### config.mk
export PLATFORM = sky130hd
export DESIGN_NAME = cnn_conv_1x1
export DESIGN_NICKNAME = d
export VERILOG_FILES = /design/src/rtl/conv1x1_pkg.sv /design/src/rtl/cnn_conv_1x1.sv /design/src/rtl/output_align_fifo.sv /design/src/rtl/conv_channel_in_adder.sv /design/src/rtl/conv_weight_mult.sv /design/src/rtl/conv_loop_data_in.sv
export SDC_FILE = /design/constraint.sdc
export NUM_CORES = 2
export LEC_CHECK = 0
export BUFFER_PORTS_ARGS = -buffer_cell sky130_fd_sc_hd__buf_2
export CORE_ASPECT_RATIO = 1.25
export CORE_UTILIZATION = 34
export CTS_CLUSTER_SIZE = 8
export DETAILED_ROUTE_END_ITERATION = 6
export PLACE_DENSITY = 0.59
export SLEW_MARGIN = 20
export SYNTH_ARGS = -nofsm -noshare
export SYNTH_HDL_FRONTEND = slang
export SYNTH_SLANG_ARGS = --single-unit
### constraint.sdc
create_clock -name clk -period 7.4 [get_ports clk]
set_input_delay 0.37 -clock clk [delete_from_list [all_inputs] [get_ports clk]]
set_output_delay 0.37 -clock clk [all_outputs]
set_load 0.005 [all_outputs]
### src/rtl/conv1x1_pkg.sv
package conv1x1_pkg;

	////////////////////////////////////////
	// Widths and fixed-point format
	////////////////////////////////////////

	// Pixel and weight width
	localparam int DATA_WIDTH = 16;

	// Fraction bits of the Q format
	localparam int FRAC_BITS  = 8;

	// Wide enough for a full CIN sum of 32-bit products
	localparam int ACC_WIDTH  = 40;

	typedef logic signed [DATA_WIDTH-1:0] pixel_t;
	typedef logic signed [ACC_WIDTH-1:0]  acc_t;

	// Saturation limits of one output value
	localparam pixel_t PIXEL_MAX = {1'b0, {(DATA_WIDTH-1){1'b1}}};
	localparam pixel_t PIXEL_MIN = {1'b1, {(DATA_WIDTH-1){1'b0}}};

	////////////////////////////////////////
	// Streams
	////////////////////////////////////////

	// Pixels, weights, replayed channels and results
	typedef struct packed {
		logic   valid;
		pixel_t data;
	} pxl_stream_t;

	// Products headed for the channel adder
	typedef struct packed {
		logic valid;
		// Final input channel of a group
		logic last;
		acc_t data;
	} prod_stream_t;

endpackage
### src/rtl/cnn_conv_1x1.sv
`timescale 1ns/10ps

module cnn_conv_1x1 #(
	parameter int CHANNEL_NUM_IN  = 4,
	parameter int CHANNEL_NUM_OUT = 2,
	parameter int FIFO_DEPTH      = 64,
	parameter int START_LEVEL     = 8
) (
	input  logic                     clk,
	input  logic                     reset,
	input  conv1x1_pkg::pxl_stream_t pxl_in,
	input  conv1x1_pkg::pxl_stream_t weight_in,
	output conv1x1_pkg::pxl_stream_t pxl_out
);

	conv1x1_pkg::pxl_stream_t  loop_out;
	conv1x1_pkg::prod_stream_t prod;
	conv1x1_pkg::pxl_stream_t  sum_out;

	////////////////////////////////////////
	// Replay, multiply, add, align
	////////////////////////////////////////

	conv_loop_data_in #(
		.CHANNEL_NUM_IN (CHANNEL_NUM_IN),
		.CHANNEL_NUM_OUT(CHANNEL_NUM_OUT)
	) conv_loop_data_in_i (
		.clk     (clk),
		.reset   (reset),
		.pxl_in  (pxl_in),
		.loop_out(loop_out)
	);

	conv_weight_mult #(
		.CHANNEL_NUM_IN (CHANNEL_NUM_IN),
		.CHANNEL_NUM_OUT(CHANNEL_NUM_OUT)
	) conv_weight_mult_i (
		.clk      (clk),
		.reset    (reset),
		.weight_in(weight_in),
		.loop_in  (loop_out),
		.prod     (prod)
	);

	conv_channel_in_adder #(
		.CHANNEL_NUM_IN(CHANNEL_NUM_IN)
	) conv_channel_in_adder_i (
		.clk    (clk),
		.reset  (reset),
		.prod   (prod),
		.sum_out(sum_out)
	);

	// Holds results until a burst of START_LEVEL has gathered
	output_align_fifo #(
		.FIFO_DEPTH (FIFO_DEPTH),
		.START_LEVEL(START_LEVEL)
	) output_align_fifo_i (
		.clk    (clk),
		.reset  (reset),
		.wr     (sum_out),
		.pxl_out(pxl_out)
	);

endmodule

### src/rtl/output_align_fifo.sv
`timescale 1ns/10ps

module output_align_fifo #(
	parameter int FIFO_DEPTH  = 64,
	parameter int START_LEVEL = 8
) (
	input  logic                     clk,
	input  logic                     reset,
	input  conv1x1_pkg::pxl_stream_t wr,
	output conv1x1_pkg::pxl_stream_t pxl_out
);

	localparam int AW    = (FIFO_DEPTH > 1) ? $clog2(FIFO_DEPTH) : 1;
	localparam int CNT_W = $clog2(FIFO_DEPTH + 1);

	conv1x1_pkg::pixel_t mem [FIFO_DEPTH];

	logic [AW-1:0]    wr_ptr;
	logic [AW-1:0]    rd_ptr;
	logic [CNT_W-1:0] count;
	logic             read_en;
	logic             empty;
	logic             full;
	logic             rd_fire;

	assign empty   = (count == '0);
	assign full    = (count == CNT_W'(FIFO_DEPTH));
	assign rd_fire = read_en && !empty;

	always_ff @(posedge clk) begin
		if (wr.valid)
			mem[wr_ptr] <= wr.data;
		pxl_out.data <= mem[rd_ptr];
	end

	////////////////////////////////////////
	// Pointers, fill level, start latch
	////////////////////////////////////////

	always_ff @(posedge clk) begin
		if (reset) begin
			wr_ptr        <= '0;
			rd_ptr        <= '0;
			count         <= '0;
			read_en       <= 1'b0;
			pxl_out.valid <= 1'b0;
		end else begin
			if (wr.valid)
				wr_ptr <= (wr_ptr == AW'(FIFO_DEPTH - 1)) ? '0 : wr_ptr + 1'b1;
			if (rd_fire)
				rd_ptr <= (rd_ptr == AW'(FIFO_DEPTH - 1)) ? '0 : rd_ptr + 1'b1;
			case ({wr.valid, rd_fire})
				2'b10:   count <= count + 1'b1;
				2'b01:   count <= count - 1'b1;
				default: count <= count;
			endcase
			// Stays set for the rest of the run
			if (count >= CNT_W'(START_LEVEL))
				read_en <= 1'b1;
			pxl_out.valid <= rd_fire;
		end
	end

	a_no_overflow: assert property (@(posedge clk) disable iff (reset)
		wr.valid |-> (!full || rd_fire));

endmodule

### src/rtl/conv_channel_in_adder.sv
`timescale 1ns/10ps

module conv_channel_in_adder #(
	parameter int CHANNEL_NUM_IN = 4
) (
	input  logic                      clk,
	input  logic                      reset,
	input  conv1x1_pkg::prod_stream_t prod,
	output conv1x1_pkg::pxl_stream_t  sum_out
);

	localparam int CNT_W = (CHANNEL_NUM_IN > 1) ? $clog2(CHANNEL_NUM_IN) : 1;
	localparam conv1x1_pkg::acc_t SAT_HI = conv1x1_pkg::PIXEL_MAX;
	localparam conv1x1_pkg::acc_t SAT_LO = conv1x1_pkg::PIXEL_MIN;

	conv1x1_pkg::acc_t   acc;
	conv1x1_pkg::acc_t   acc_next;
	conv1x1_pkg::acc_t   shifted;
	conv1x1_pkg::pixel_t sat;
	logic                restart;
	logic [CNT_W-1:0]    grp_cnt;

	always_comb begin
		acc_next = restart ? prod.data : acc + prod.data;
		// Floor division by 2^FRAC_BITS
		shifted  = acc_next >>> conv1x1_pkg::FRAC_BITS;
		if (shifted > SAT_HI)
			sat = conv1x1_pkg::PIXEL_MAX;
		else if (shifted < SAT_LO)
			sat = conv1x1_pkg::PIXEL_MIN;
		else
			sat = shifted[conv1x1_pkg::DATA_WIDTH-1:0];
	end

	always_ff @(posedge clk) begin
		if (prod.valid)
			acc <= acc_next;
		sum_out.data <= sat;
		if (reset) begin
			restart       <= 1'b1;
			grp_cnt       <= '0;
			sum_out.valid <= 1'b0;
		end else begin
			sum_out.valid <= prod.valid && prod.last;
			if (prod.valid) begin
				restart <= prod.last;
				grp_cnt <= prod.last ? '0 : grp_cnt + 1'b1;
			end
		end
	end

	// Group marker from the multiplier lines up with CHANNEL_NUM_IN products
	a_group_len: assert property (@(posedge clk) disable iff (reset)
		(prod.valid && prod.last) |-> (grp_cnt == CNT_W'(CHANNEL_NUM_IN - 1)));

endmodule

### src/rtl/conv_weight_mult.sv
`timescale 1ns/10ps

module conv_weight_mult #(
	parameter int CHANNEL_NUM_IN  = 4,
	parameter int CHANNEL_NUM_OUT = 2
) (
	input  logic                      clk,
	input  logic                      reset,
	input  conv1x1_pkg::pxl_stream_t  weight_in,
	input  conv1x1_pkg::pxl_stream_t  loop_in,
	output conv1x1_pkg::prod_stream_t prod
);

	localparam int W_NUM = CHANNEL_NUM_IN * CHANNEL_NUM_OUT;
	localparam int WP_W  = (W_NUM > 1) ? $clog2(W_NUM) : 1;
	localparam int CH_W  = (CHANNEL_NUM_IN > 1) ? $clog2(CHANNEL_NUM_IN) : 1;
	localparam int MUL_W = 2 * conv1x1_pkg::DATA_WIDTH;
	localparam int EXT_W = conv1x1_pkg::ACC_WIDTH - MUL_W;

	// Output-major weights, w[o][i] at o*CIN + i
	conv1x1_pkg::pixel_t weights [W_NUM];

	logic [WP_W-1:0] ld_ptr;
	logic [WP_W-1:0] rd_ptr;
	logic [CH_W-1:0] ch;
	logic            ch_last;
	logic            data_seen;

	logic signed [MUL_W-1:0] mult;

	assign ch_last = (ch == CH_W'(CHANNEL_NUM_IN - 1));
	assign mult    = loop_in.data * weights[rd_ptr];

	always_ff @(posedge clk) begin
		if (weight_in.valid)
			weights[ld_ptr] <= weight_in.data;
	end

	////////////////////////////////////////
	// Load and walk pointers
	////////////////////////////////////////

	always_ff @(posedge clk) begin
		if (reset) begin
			ld_ptr    <= '0;
			rd_ptr    <= '0;
			ch        <= '0;
			data_seen <= 1'b0;
		end else begin
			if (weight_in.valid)
				ld_ptr <= (ld_ptr == WP_W'(W_NUM - 1)) ? '0 : ld_ptr + 1'b1;
			// Replay order matches the weight layout
			if (loop_in.valid) begin
				rd_ptr    <= (rd_ptr == WP_W'(W_NUM - 1)) ? '0 : rd_ptr + 1'b1;
				ch        <= ch_last ? '0 : ch + 1'b1;
				data_seen <= 1'b1;
			end
		end
	end

	always_ff @(posedge clk) begin
		prod.data <= {{EXT_W{mult[MUL_W-1]}}, mult};
		if (reset) begin
			prod.valid <= 1'b0;
			prod.last  <= 1'b0;
		end else begin
			prod.valid <= loop_in.valid;
			prod.last  <= loop_in.valid && ch_last;
		end
	end

	// Weights are a one-time preload
	a_no_late_weight: assert property (@(posedge clk) disable iff (reset)
		data_seen |-> !weight_in.valid);

endmodule

### src/rtl/conv_loop_data_in.sv
`timescale 1ns/10ps

module conv_loop_data_in #(
	parameter int CHANNEL_NUM_IN  = 4,
	parameter int CHANNEL_NUM_OUT = 2
) (
	input  logic                     clk,
	input  logic                     reset,
	input  conv1x1_pkg::pxl_stream_t pxl_in,
	output conv1x1_pkg::pxl_stream_t loop_out
);

	localparam int CH_W = (CHANNEL_NUM_IN > 1) ? $clog2(CHANNEL_NUM_IN) : 1;
	localparam int OC_W = (CHANNEL_NUM_OUT > 1) ? $clog2(CHANNEL_NUM_OUT) : 1;

	// Ping-pong storage, one pixel vector per bank
	conv1x1_pkg::pixel_t bank [2][CHANNEL_NUM_IN];

	logic [CH_W-1:0] wr_ch;
	logic            wr_bank;
	logic [CH_W-1:0] rd_ch;
	logic [OC_W-1:0] rd_oc;
	logic            rd_bank;

	// Bank holds a full vector not yet fully replayed
	logic [1:0] pend;
	logic [1:0] set_mask;
	logic [1:0] clr_mask;
	logic       wr_done;
	logic       rd_done;

	assign wr_done = pxl_in.valid && (wr_ch == CH_W'(CHANNEL_NUM_IN - 1));
	assign rd_done = pend[rd_bank] && (rd_ch == CH_W'(CHANNEL_NUM_IN - 1)) &&
		(rd_oc == OC_W'(CHANNEL_NUM_OUT - 1));
	assign set_mask = wr_done ? (2'b01 << wr_bank) : 2'b00;
	assign clr_mask = rd_done ? (2'b01 << rd_bank) : 2'b00;

	always_ff @(posedge clk) begin
		if (pxl_in.valid)
			bank[wr_bank][wr_ch] <= pxl_in.data;
	end

	////////////////////////////////////////
	// Write and replay counters
	////////////////////////////////////////

	always_ff @(posedge clk) begin
		if (reset) begin
			wr_ch   <= '0;
			wr_bank <= 1'b0;
			rd_ch   <= '0;
			rd_oc   <= '0;
			rd_bank <= 1'b0;
			pend    <= 2'b00;
		end else begin
			pend <= (pend | set_mask) & ~clr_mask;
			if (pxl_in.valid) begin
				wr_ch <= wr_done ? '0 : wr_ch + 1'b1;
				if (wr_done)
					wr_bank <= ~wr_bank;
			end
			// Inner loop over input channels, outer over output channels
			if (pend[rd_bank]) begin
				if (rd_ch == CH_W'(CHANNEL_NUM_IN - 1)) begin
					rd_ch <= '0;
					rd_oc <= rd_done ? '0 : rd_oc + 1'b1;
				end else begin
					rd_ch <= rd_ch + 1'b1;
				end
				if (rd_done)
					rd_bank <= ~rd_bank;
			end
		end
	end

	always_comb begin
		loop_out.valid = pend[rd_bank];
		loop_out.data  = bank[rd_bank][rd_ch];
	end

	// Source must leave room for the full replay of the previous pixel
	a_bank_free: assert property (@(posedge clk) disable iff (reset)
		(pxl_in.valid && wr_ch == '0) |-> !pend[wr_bank]);

endmodule

==> flow_summary.yaml <==
cells_and_area:
  area_growth_pct: 16.8
  final_nets: 4561
  multi_input_area_um2: 22300
  fin_cells: 6793
  mostFrequentLayoutCell: "edfxtp_1"
  ff_latch_area_um2: 41900
  layout_common_cells: "edfxtp_1, mux4_2, inv_1, nor2_1, fa_1"
  final_area_um2: 76900
  fin_util_pct: 40.0
  fill_cells: 17500
  drive_above_1_share_pct: 23.9
grt:
  grt_use_total_pct: 14.9
  grt-ovfl-total: 0
  grt_pass1_wl_um: 222000
  antenna_found_initial: 6
  grt_pass1_vias: 35900
  grt_max_degree: 122
placed_design:
  port_buffers: 52
  placed_area_um2: 70400
  dp_hpwl_um: 97400
  gp_congestion: 0.894
  dp_cells: 6421
synthesis:
  synth_warnings: 0
  synthFlopType: "edfxtp_1"
  synth_edf_count: 1320
  syn-num-nets: 4222
  async_reset_ff_share_pct: 0
  netlist_area_um2: 65900
  muxShareOfSynthArea_pct: 14.7
  yosysSeqAreaShare_pct: 63.5
  synth_fa_ha_area_share_pct: 10.7
  synth-xor-area-share_pct: 1.05
  synth.avg_cell_area_um2: 17.4
  synth_top_family_by_area: "multiplexers"
  synth_compound_area_share_pct: 2.81
  ys_ff_latch: 1430
  synth_cells: 3783
  synthDistinctLibCells: 79
  synth-simple-area-share_pct: 4.38
drt:
  drtAntennaViolNets: 0
  drt-initial-drc-count: 2222
  totalWireLength_um: 145000
  vias: 33300
  post-route-drc-count: 0
  dr.pass1.iters: 5
  viasPerCell: 4.90
  post_drt_wl_per_cell_um: 21.3
setup_path:
  timing.rr.end: "conv_weight_mult_i.prod[28]"
  crit_type: "flop to flop"
  cp_max_fo: 6
  reg2reg_setup_slack_ns: 0.26
  reg2regPathDepth: 29
  cp_common_cell: "fa_1"
  start_kind: "flop"
  required_ns: 8.09
  cpMaxStageDelayCell: "fa_1"
  slowest_delay_ns: 0.54
  worst_setup_path_end_kind: "flop"
  worst_ep_arrival_time_ns: 7.84
power_and_ir_drop:
  ir_drop_mv: 0.865
  leakage_uw: 0.0269
  p_clk_share_pct: 25.4
  p_sw_uw: 11300
  swShare_pct: 34.1
  finalPower_uw: 33000
  power.density_nw_per_um2: 429
  seqPwrFrac_pct: 33.2
  p_comb_share_pct: 41.4
  p_int_uw: 21700
sta:
  setup_viol: 0
  fin_crit_ns: 7.14
  slew-limit-headroom_pct: 26.5
  skew_ns: 0.0774
  tightest_slew_ns: 1.10
  slew_viol_final: 0
  max_freq_mhz: 140
  period_share_pct: 96.5
  final_hold_viol_count: 0
clock_tree:
  h-tree-depth: 4
  clkLatencyLatePin_ns: 0.82
  cts_tree: "done"
  clock_path_buffers: 3
  cts.sinks: 1430
  root_buffer: "clkbuf_16"
  cts_buffers: 198
  clk_pin_slew_worst_paths_ns: 0.05
hold_path:
  hold_depth: 3
  hold_class: "primary input to flop"
  worstHoldStart: "reset"
  whs_endpoint: "conv_weight_mult_i.ld_ptr[1]"
die:
  core_um2: 192000
  initial_utilization_pct: 34.2
  dieArea_um2: 195000
  pin_count: 53
  fp.dieW_um: 396
  row_count: 180
  die_h_um: 494
flow_run:
  maxCapViolCount: 0
outcome:
  outcome: "completed"
## cell families (layout without fill, tap and decap cells)
| logic type | after synthesis | after routing |
|---|---|---|
| xor gates and xnor gates | 79 | 79 |
| AOI/OAI and AO/OA | 271 | 271 |
| other | 0 | 5 |
| and+or+nand+nor | 639 | 639 |
| adders and majority gates | 403 | 403 |
| muxes | 465 | 465 |
| buffers and inverters | 496 | 953 |
| DFF | 1430 | 1430 |
## worst max-delay path, delay by kind of cell (launching register included)
family	cells	cell delay [ns]
buf+inv	9	0.85
compound gates	5	0.88
flops	1	0.47
mux	2	0.82
simple gates	5	0.60
fa+ha+maj	7	3.29
xor+xnor	1	0.13
## worst max path at each step
| stage | from | endpoint | slack, ns |
|---|---|---|---|
| 6_report | flop | conv_weight_mult_i.prod[28] | 0.26 |
| 5_1_grt | flop | conv_weight_mult_i.prod[28] | -0.04 |
| 4_1_cts | flop | conv_weight_mult_i.prod[31] | 0.04 |
| 3_5_place_dp | flop | conv_weight_mult_i.prod[31] | -0.13 |
| 3_3_place_gp | flop | conv_weight_mult_i.prod[31] | -0.12 |
| 2_1_floorplan | flop | conv_weight_mult_i.prod[31] | 0.02 |
## metrics by stage
stage / hold WS (ns) / setup slack (ns) / setup TNS, ns
after floorplan: 0.410 / 0.0174 / 0
after CTS: 0.0955 / 0.0417 / 0
after global routing: 0.155 / -0.0360 / -0.0754
final: 0.158 / 0.259 / 0
after detailed placement: 0.445 / -0.126 / -0.126
after global placement: 0.451 / -0.118 / -0.118
## final cells by class
cell class / count / area share (%)
Clock buffer: 300 / 6.97
Sequential cell: 1430 / 54.5
Clock inverter: 18 / 0.581
Inverter: 335 / 1.64
Multi-Input combinational cell: 1857 / 29.0
Antenna cell: 5 / 0.0163
Tap cell: 2548 / 4.15
Timing Repair Buffer: 300 / 3.14
## sequential cells by signal, summed over array words and instances (netlist names), 3 cells and up, named ones only
register                         count
conv_weight_mult_i.prod             34
conv_weight_mult_i.rd_ptr            3
output_align_fifo_i.count            7
conv_channel_in_adder_i.acc         40
output_align_fifo_i.wr_ptr           6
conv_weight_mult_i.weights         128
output_align_fifo_i.rd_ptr           6
output_align_fifo_i.pxl_out         17
conv_weight_mult_i.ld_ptr            3
conv_loop_data_in_i.bank           128
output_align_fifo_i.mem           1024
conv_channel_in_adder_i.sum_out     17
## power groups by stage
stage               Clock, uW  Combinational (uW)  Sequential, uW
finish                   8370               13700           11000
global route             8880               15500           11100
CTS                      8570               13600           11000
detailed placement          0               13300           11200
global placement            0               13200           11100
floorplan                   0                9770           10700
## Yosys cell counts, types with 26 or more instances
cell type | n | area, um2
nor2_1 | 306 | 1150
nand2_1 | 142 | 533
mux2i_1 | 47 | 470
inv_1 | 335 | 1260
o21ai_0 | 36 | 180
buf_1 | 43 | 161
edfxtp_1 | 1320 | 39600
xnor2_1 | 53 | 464
a21oi_1 | 81 | 405
clkbuf_1 | 113 | 424
mux4_2 | 400 | 9010
dfxtp_1 | 110 | 2200
xor2_1 | 26 | 228
fa_1 | 264 | 5290
nand2b_1 | 29 | 181
ha_1 | 139 | 1740
or2_2 | 27 | 169
a21o_1 | 41 | 308
## repair_timing
action                                 CTS  global route
setup endpoints to repair                2             7
gates cloned                             1             3
gates resized for setup                  6            17
setup buffers                            3             8
hold buffers                            34             0
endpoints found under the hold margin  262             0
pin swaps                                0            17
## metal layers
metal / global-route usage, % / up-vias / wire (um)
met2: 27.3 / 690 / 77600
met5: 0 / - / 39
met3: 2.35 / 205 / 5620
met4: 4.72 / 6 / 3500
li1: - / 15000 / -
met1: 17.9 / 17500 / 58000
Power figures use the tool's default switching activity.
